### src/hdl/audio_pkg.sv
// audio codec port definitions

package audio_pkg;

	////////////////////////////////////////
	// rates and word format
	////////////////////////////////////////

	// reference clock, 18.432 MHz
	localparam int REF_CLK = 18432000;
	// 48 kHz frame rate
	localparam int SAMPLE_RATE = 48000;
	// bits per sample
	localparam int SAMPLE_WIDTH = 16;
	// left and right
	localparam int CHANNEL_NUM = 2;

	////////////////////////////////////////
	// divider counts
	////////////////////////////////////////

	// ref cycles per bck half period, 6
	localparam int BCK_HALF = REF_CLK / (SAMPLE_RATE * SAMPLE_WIDTH * CHANNEL_NUM * 2);
	// ref cycles per lrck half period, 192 = 16 bck periods
	localparam int LRCK_HALF = REF_CLK / (SAMPLE_RATE * 2);
	// counter widths
	localparam int BCK_DIV_W = $clog2(BCK_HALF);
	localparam int LRCK_DIV_W = $clog2(LRCK_HALF);
	localparam int BIT_IDX_W = $clog2(SAMPLE_WIDTH);

	// bit position in a word, 0 is the msb
	typedef logic [BIT_IDX_W-1:0] bit_idx_t;
	// one signed audio sample
	typedef logic signed [SAMPLE_WIDTH-1:0] sample_t;
	// stereo pair, left in the upper half
	typedef struct packed {
		sample_t left;
		sample_t right;
	} stereo_t;

endpackage

### src/hdl/audio_timing_if.sv
// shared serial bit timing

`timescale 1ns/1ps

interface audio_timing_if;

	// high for the left channel
	logic lrck;
	// position of the current bit, 0 for the msb
	audio_pkg::bit_idx_t bit_sel;
	// strobe in the cycle that takes bck low
	logic bck_fall;
	// strobe in the cycle that takes lrck low
	logic frame_start;

	// clock generator side
	modport gen (
		output lrck,
		output bit_sel,
		output bck_fall,
		output frame_start
	);

	// serializer and deserializer side
	modport sink (
		input lrck,
		input bit_sel,
		input bck_fall,
		input frame_start
	);

endinterface

### src/hdl/audio_clock_gen.sv
// codec bit and frame clock generator

`timescale 1ns/1ps

module audio_clock_gen (
	input  logic                iCLK_18_4,
	input  logic                iRST_N,
	audio_timing_if.gen         tim,
	output logic                bck,
	output logic                lrck_out
);

	// divider counters
	logic [audio_pkg::BCK_DIV_W-1:0]  bck_div;
	logic [audio_pkg::LRCK_DIV_W-1:0] lrck_div;
	// toggle registers
	logic bck_q;
	logic lrck_q;
	// end of a half period
	logic bck_end;
	logic lrck_end;
	// decoded strobes
	logic bck_fall;
	logic frame_start;
	// bit position within the word
	audio_pkg::bit_idx_t bit_sel_q;

	////////////////////////////////////////
	// bck divider
	////////////////////////////////////////

	// last count of a bck half
	assign bck_end = (bck_div == audio_pkg::BCK_DIV_W'(audio_pkg::BCK_HALF - 1));

	always_ff @(posedge iCLK_18_4 or negedge iRST_N)
	begin
		if (!iRST_N)
		begin
			bck_div <= '0;
			bck_q   <= 1'b0;
		end
		else if (bck_end)
		begin
			bck_div <= '0;
			bck_q   <= ~bck_q;
		end
		else
		begin
			bck_div <= bck_div + 1'b1;
		end
	end

	////////////////////////////////////////
	// lrck divider
	////////////////////////////////////////

	// 192 counts, lines up with every 16th bck fall
	assign lrck_end = (lrck_div == audio_pkg::LRCK_DIV_W'(audio_pkg::LRCK_HALF - 1));

	always_ff @(posedge iCLK_18_4 or negedge iRST_N)
	begin
		if (!iRST_N)
		begin
			lrck_div <= '0;
			lrck_q   <= 1'b0;
		end
		else if (lrck_end)
		begin
			lrck_div <= '0;
			lrck_q   <= ~lrck_q;
		end
		else
		begin
			lrck_div <= lrck_div + 1'b1;
		end
	end

	// strobes decoded while the old level is still visible
	assign bck_fall    = bck_end & bck_q;
	assign frame_start = lrck_end & lrck_q;

	// bit index, wraps after 16 falls
	always_ff @(posedge iCLK_18_4 or negedge iRST_N)
	begin
		if (!iRST_N)
			bit_sel_q <= '0;
		else if (bck_fall)
			bit_sel_q <= bit_sel_q + 1'b1;
	end

	// shared timing out
	assign tim.lrck        = lrck_q;
	assign tim.bit_sel     = bit_sel_q;
	assign tim.bck_fall    = bck_fall;
	assign tim.frame_start = frame_start;

	// codec pins
	assign bck      = bck_q;
	assign lrck_out = lrck_q;

endmodule

### src/hdl/dac_serializer.sv
// dac bit stream serializer

`timescale 1ns/1ps

module dac_serializer (
	input  logic                 iCLK_18_4,
	input  logic                 iRST_N,
	audio_timing_if.sink         tim,
	input  audio_pkg::sample_t   dac_left,
	input  audio_pkg::sample_t   dac_right,
	output logic                 dacdat
);

	// pair held for the whole frame
	audio_pkg::stereo_t pair_q;
	// cycle after a bck fall
	logic bck_fall_d;
	// msb first
	audio_pkg::bit_idx_t bit_pos;
	logic next_bit;

	// one consistent pair per frame
	always_ff @(posedge iCLK_18_4 or negedge iRST_N)
	begin
		if (!iRST_N)
			pair_q <= '0;
		else if (tim.frame_start)
		begin
			pair_q.left  <= dac_left;
			pair_q.right <= dac_right;
		end
	end

	// bit 15 down to bit 0
	assign bit_pos = audio_pkg::bit_idx_t'(audio_pkg::SAMPLE_WIDTH - 1) - tim.bit_sel;

	// lrck high sends the left word
	assign next_bit = tim.lrck ? pair_q.left[bit_pos] : pair_q.right[bit_pos];

	always_ff @(posedge iCLK_18_4 or negedge iRST_N)
	begin
		if (!iRST_N)
		begin
			bck_fall_d <= 1'b0;
			dacdat     <= 1'b0;
		end
		else
		begin
			bck_fall_d <= tim.bck_fall;
			// new index and pair are visible by now
			if (bck_fall_d)
				dacdat <= next_bit;
		end
	end

endmodule

### src/hdl/adc_deserializer.sv
// adc bit stream deserializer

`timescale 1ns/1ps

module adc_deserializer (
	input  logic                 iCLK_18_4,
	input  logic                 iRST_N,
	audio_timing_if.sink         tim,
	input  logic                 adcdat,
	output audio_pkg::stereo_t   adc_pair,
	output logic                 adc_valid
);

	// capture words, filled one bit per bck fall
	audio_pkg::sample_t cap_left;
	audio_pkg::sample_t cap_right;
	// position of the incoming bit
	audio_pkg::bit_idx_t bit_pos;
	// frame boundary, one cycle late
	logic frame_start_d;

	// msb arrives first
	assign bit_pos = audio_pkg::bit_idx_t'(audio_pkg::SAMPLE_WIDTH - 1) - tim.bit_sel;

	////////////////////////////////////////
	// capture
	////////////////////////////////////////

	// channel picked by the level of the ending bit
	always_ff @(posedge iCLK_18_4)
	begin
		if (tim.bck_fall)
		begin
			if (tim.lrck)
				cap_left[bit_pos] <= adcdat;
			else
				cap_right[bit_pos] <= adcdat;
		end
	end

	////////////////////////////////////////
	// publish
	////////////////////////////////////////

	// last left bit lands at frame_start
	always_ff @(posedge iCLK_18_4 or negedge iRST_N)
	begin
		if (!iRST_N)
			frame_start_d <= 1'b0;
		else
			frame_start_d <= tim.frame_start;
	end

	// whole pair moves at once, outputs change only here
	always_ff @(posedge iCLK_18_4 or negedge iRST_N)
	begin
		if (!iRST_N)
		begin
			adc_pair  <= '0;
			adc_valid <= 1'b0;
		end
		else
		begin
			adc_valid <= frame_start_d;
			if (frame_start_d)
			begin
				adc_pair.left  <= cap_left;
				adc_pair.right <= cap_right;
			end
		end
	end

endmodule

### src/hdl/audio_dac_adc.sv
// serial audio codec port top

`timescale 1ns/1ps

module audio_dac_adc (
	input  logic                 iCLK_18_4,
	input  logic                 iRST_N,
	// samples toward the dac
	input  audio_pkg::sample_t   dac_left,
	input  audio_pkg::sample_t   dac_right,
	// samples from the adc
	output audio_pkg::sample_t   adc_left,
	output audio_pkg::sample_t   adc_right,
	output logic                 adc_valid,
	// codec pins
	output logic                 aud_bck,
	output logic                 aud_lrck,
	output logic                 aud_dacdat,
	input  logic                 aud_adcdat
);

	// bit timing shared by both serial blocks
	audio_timing_if tim ();

	// captured pair before the split
	audio_pkg::stereo_t adc_pair;

	////////////////////////////////////////
	// timing source
	////////////////////////////////////////

	audio_clock_gen u_clock_gen (
		.iCLK_18_4 (iCLK_18_4),
		.iRST_N    (iRST_N),
		.tim       (tim.gen),
		.bck       (aud_bck),
		.lrck_out  (aud_lrck)
	);

	// playback path
	dac_serializer u_dac (
		.iCLK_18_4 (iCLK_18_4),
		.iRST_N    (iRST_N),
		.tim       (tim.sink),
		.dac_left  (dac_left),
		.dac_right (dac_right),
		.dacdat    (aud_dacdat)
	);

	// record path
	adc_deserializer u_adc (
		.iCLK_18_4 (iCLK_18_4),
		.iRST_N    (iRST_N),
		.tim       (tim.sink),
		.adcdat    (aud_adcdat),
		.adc_pair  (adc_pair),
		.adc_valid (adc_valid)
	);

	// split the pair onto plain ports
	assign adc_left  = adc_pair.left;
	assign adc_right = adc_pair.right;

endmodule

### config.mk
export PLATFORM = sky130hd
export DESIGN_NAME = audio_dac_adc
export DESIGN_NICKNAME = d
export VERILOG_FILES = /design/src/hdl/audio_pkg.sv /design/src/hdl/audio_timing_if.sv /design/src/hdl/audio_clock_gen.sv /design/src/hdl/dac_serializer.sv /design/src/hdl/adc_deserializer.sv /design/src/hdl/audio_dac_adc.sv
export SDC_FILE = /design/constraint.sdc
export NUM_CORES = 1
export LEC_CHECK = 0
export BUFFER_PORTS_ARGS = -buffer_cell sky130_fd_sc_hd__buf_2
export CAP_MARGIN = 40
export CORE_AREA = 2 2 101 103
export CTS_BUF_LIST = sky130_fd_sc_hd__clkbuf_4 sky130_fd_sc_hd__clkbuf_8 sky130_fd_sc_hd__clkbuf_16
export DETAILED_ROUTE_END_ITERATION = 8
export DIE_AREA = 0 0 103 105
export GPL_TIMING_DRIVEN = 0
export PLACE_DENSITY_LB_ADDON = 0.12
export SYNTH_ARGS = -nofsm -noshare
export SYNTH_HDL_FRONTEND = slang
export SYNTH_HIERARCHICAL = 1
export SYNTH_SLANG_ARGS = --single-unit
### constraint.sdc
create_clock -name iCLK_18_4 -period 2.3 [get_ports iCLK_18_4]
set_input_delay 0.46 -clock iCLK_18_4 [delete_from_list [all_inputs] [get_ports iCLK_18_4]]
set_output_delay 0.46 -clock iCLK_18_4 [all_outputs]
set_load 0.005 [all_outputs]
==> results_dict.tcl <==
set metrics [dict create \
    fin_area_sq_mm 0.00586 \
    grt_use_total_pct 17.5 \
    first_global_vias 2979 \
    cts_max_level 4 \
    grt_setup_unrepaired "false" \
    syn_inst 322 \
    crit_fanout 10 \
    overflow 0 \
    start_util_pct 48.9 \
    hp-class "input pin to flop" \
    start_kind "flop" \
    yosys_most_used_dff "dfrtp_1" \
    ys_seq_area_share_pct 65.5 \
    num_rows 36 \
    required_ps 2690 \
    wl_per_cell_microns 15.0 \
    synth-seq-cells 117 \
    path_clk_slew_ps 60 \
    route.detailed.drc 0 \
    die-width_microns 103 \
    min_period_ps 2120 \
    antenna_found_initial 0 \
    cts.path.max_buffers 2 \
    p_per_area_mw_per_mm2 808 \
    slew_violations 0 \
    via_per_inst 5.00 \
    gp_congestion 0.716 \
    dieArea_sq_mm 0.0108 \
    dp.cells 526 \
    drt_iter0_markers 99 \
    instances_no_fill 558 \
    r2r_cells 6 \
    grt_start_max_net_pins 61 \
    yosysTopAreaCell "dfrtp_1" \
    finalWirelength_mm 8.37 \
    antenna_left 0 \
    skew_ps 8.07 \
    dp_hpwl_mm 5.53 \
    place_area_sq_mm 0.00526 \
    cts.sinks 117 \
    p_leak_nw 2.82 \
    syn_to_final_growth_pct 24.3 \
    hold_path_depth 2 \
    n_fill_cell 810 \
    synthTopCellsByCount "dfrtp_1 (85), nor2_1 (37), mux2_1 (34), edfxtp_1 (32), mux2_2 (31)" \
    fin_util_pct 60.8 \
    drv_cap 0 \
    die_y_microns 105 \
    io_pins 71 \
    port_buffers 70 \
    critPathArrivalTime_ps 2510 \
    cts_root_buf "clkbuf_8" \
    vdd_drop_max_mv 0.415 \
    fmax_mhz 473 \
    post-place-ws_ps -138 \
    period_share_pct 92.0 \
    worstMarginPinSlew_ps 547 \
    slew_headroom_pct 63.5 \
    hold_viol_final 0 \
    yosysMostFrequentCell "dfrtp_1" \
    outcome "finished clean" \
    syn_area_per_cell_sq_um 14.6 \
    syn_nets 359 \
    setup_viol 0 \
    endpoint_kind "flop" \
    syn_area_sq_mm 0.00471 \
    clk_latency_ps 520 \
    synth.area.top_cells "dfrtp_1 (45%), edfxtp_1 (20%), mux2_1 (8.1%), mux2_2 (7.4%), mux2i_1 (3.8%)" \
    diodes 0 \
    yosys_warnings 6 \
    layout_setup_ws_ps 184 \
    synthArstFlopShare_pct 72.6 \
    nets 450 \
    numCtsBuffers 17 \
    synthDistinctLibCells 37 \
    synth_edf_count 32 \
    layout-drive-gt1-share_pct 33.6 \
    core_area_sq_mm 0.00964 \
    p_total_mw 4.73 \
    dr.pass1.iters 4 \
    vias 2792 \
    cts_tree "done" \
    critPathKind "flop to flop" \
    synth_top_area_share_pct 45.1 \
    grt_pass1_wl_mm 14.2 \
]
[power by group]
part           switching (mW)  leakage [nW]  internal (mW)
Clock                   0.891         0.283           1.63
Combinational          0.0441          1.08         0.0268
Sequential                  0          1.45           2.14
Total                   0.935          2.82           3.80
[per-stage QoR]
stage / setup TNS [ps] / hold WS, ps
final: 0 / 161
after global routing: 0 / 139
after CTS: 0 / 137
after detailed placement: -3730 / 367
after global placement: -2540 / 371
after floorplan: 0 / 164
[registers in the layout, summed over array words and instances, names as in the netlist, 3 cells and up]
| register | cells |
|---|---|
| u_adc/adc_pair | 32 |
| u_adc/cap_left | 16 |
| u_adc/cap_right | 16 |
| u_clock_gen/bck_div | 3 |
| u_clock_gen/lrck_div | 8 |
| u_clock_gen/tim.bit_sel | 4 |
| u_dac/pair_q | 32 |
[final cells by class]
cell class                 count  area [sq um]  share of cell area [%]
buffer                        14          95.1                    1.62
clock buffer                  17           414                    7.07
clock inverter                14           160                    2.73
inverter                       3          11.3                   0.192
multi-input combinational    187          1530                    26.0
sequential                   117          3090                    52.7
tap                          133           166                    2.84
timing repair buffer          73           398                    6.79
[worst max-delay path, cell delays in order (launching register included)]
cell,delay (ps)
dfrtp_1,390
ha_1,220
nand3_1,210
nor4_4,330
and2_2,270
buf_4,220
mux2_2,350
[cell families after synthesis]
family,Yosys count,synth area share [%]
buf+inv,18,2.18
fa+ha+maj,2,0.531
flops,117,65.5
compound gates,14,1.91
xor+xnor,8,1.49
mux,83,19.3
simple gates,80,9.05
[metal layers]
metal	wire, microns	GRT usage, %
met1	3750	22.4
met2	4030	26.6
met3	448	6.69
met4	140	7.05
met5	0	0
[worst paths after layout]
kind	start	end	slack [ps]
setup / recovery	u_clock_gen/lrck_div[0]	u_dac/pair_q[4]	180
hold / removal	dac_right[11]	u_dac/pair_q[11]	160
setup reg to reg	u_clock_gen/lrck_div[0]	u_dac/pair_q[4]	180
hold reg to reg	u_adc/frame_start_d	u_adc/adc_valid	380
max in group asynchronous	iRST_N	u_clock_gen/tim.bit_sel[1]	1260
min in group asynchronous	iRST_N	u_adc/adc_pair[5]	420
[cell usage in the layout (no fill, tap or decap), drive strengths merged, types with 2 or more instances in the layout]
master,instances
dfrtp,85
buf,81
mux2,65
nor2,37
edfxtp,32
clkbuf,22
mux2i,18
nand2,9
clkinv,8
nand3,6
nand2b,5
inv,5
nand4,4
xnor2,4
xor2,4
bufinv,3
nand4b,3
nand4bb,3
o21ai,3
nor2b,3
a21oi,3
a22oi,3
or4b,2
a31oi,2
ha,2
and2,2
[repair_timing]
action	CTS	global route
pin swaps	1	0
endpoints found under the setup margin	30	30
resized for setup	3	1
hold buffers	1	0
setup buffers	1	0
endpoints found under the hold margin	25	0
Note: power is estimated with default switching activity, not from simulation.
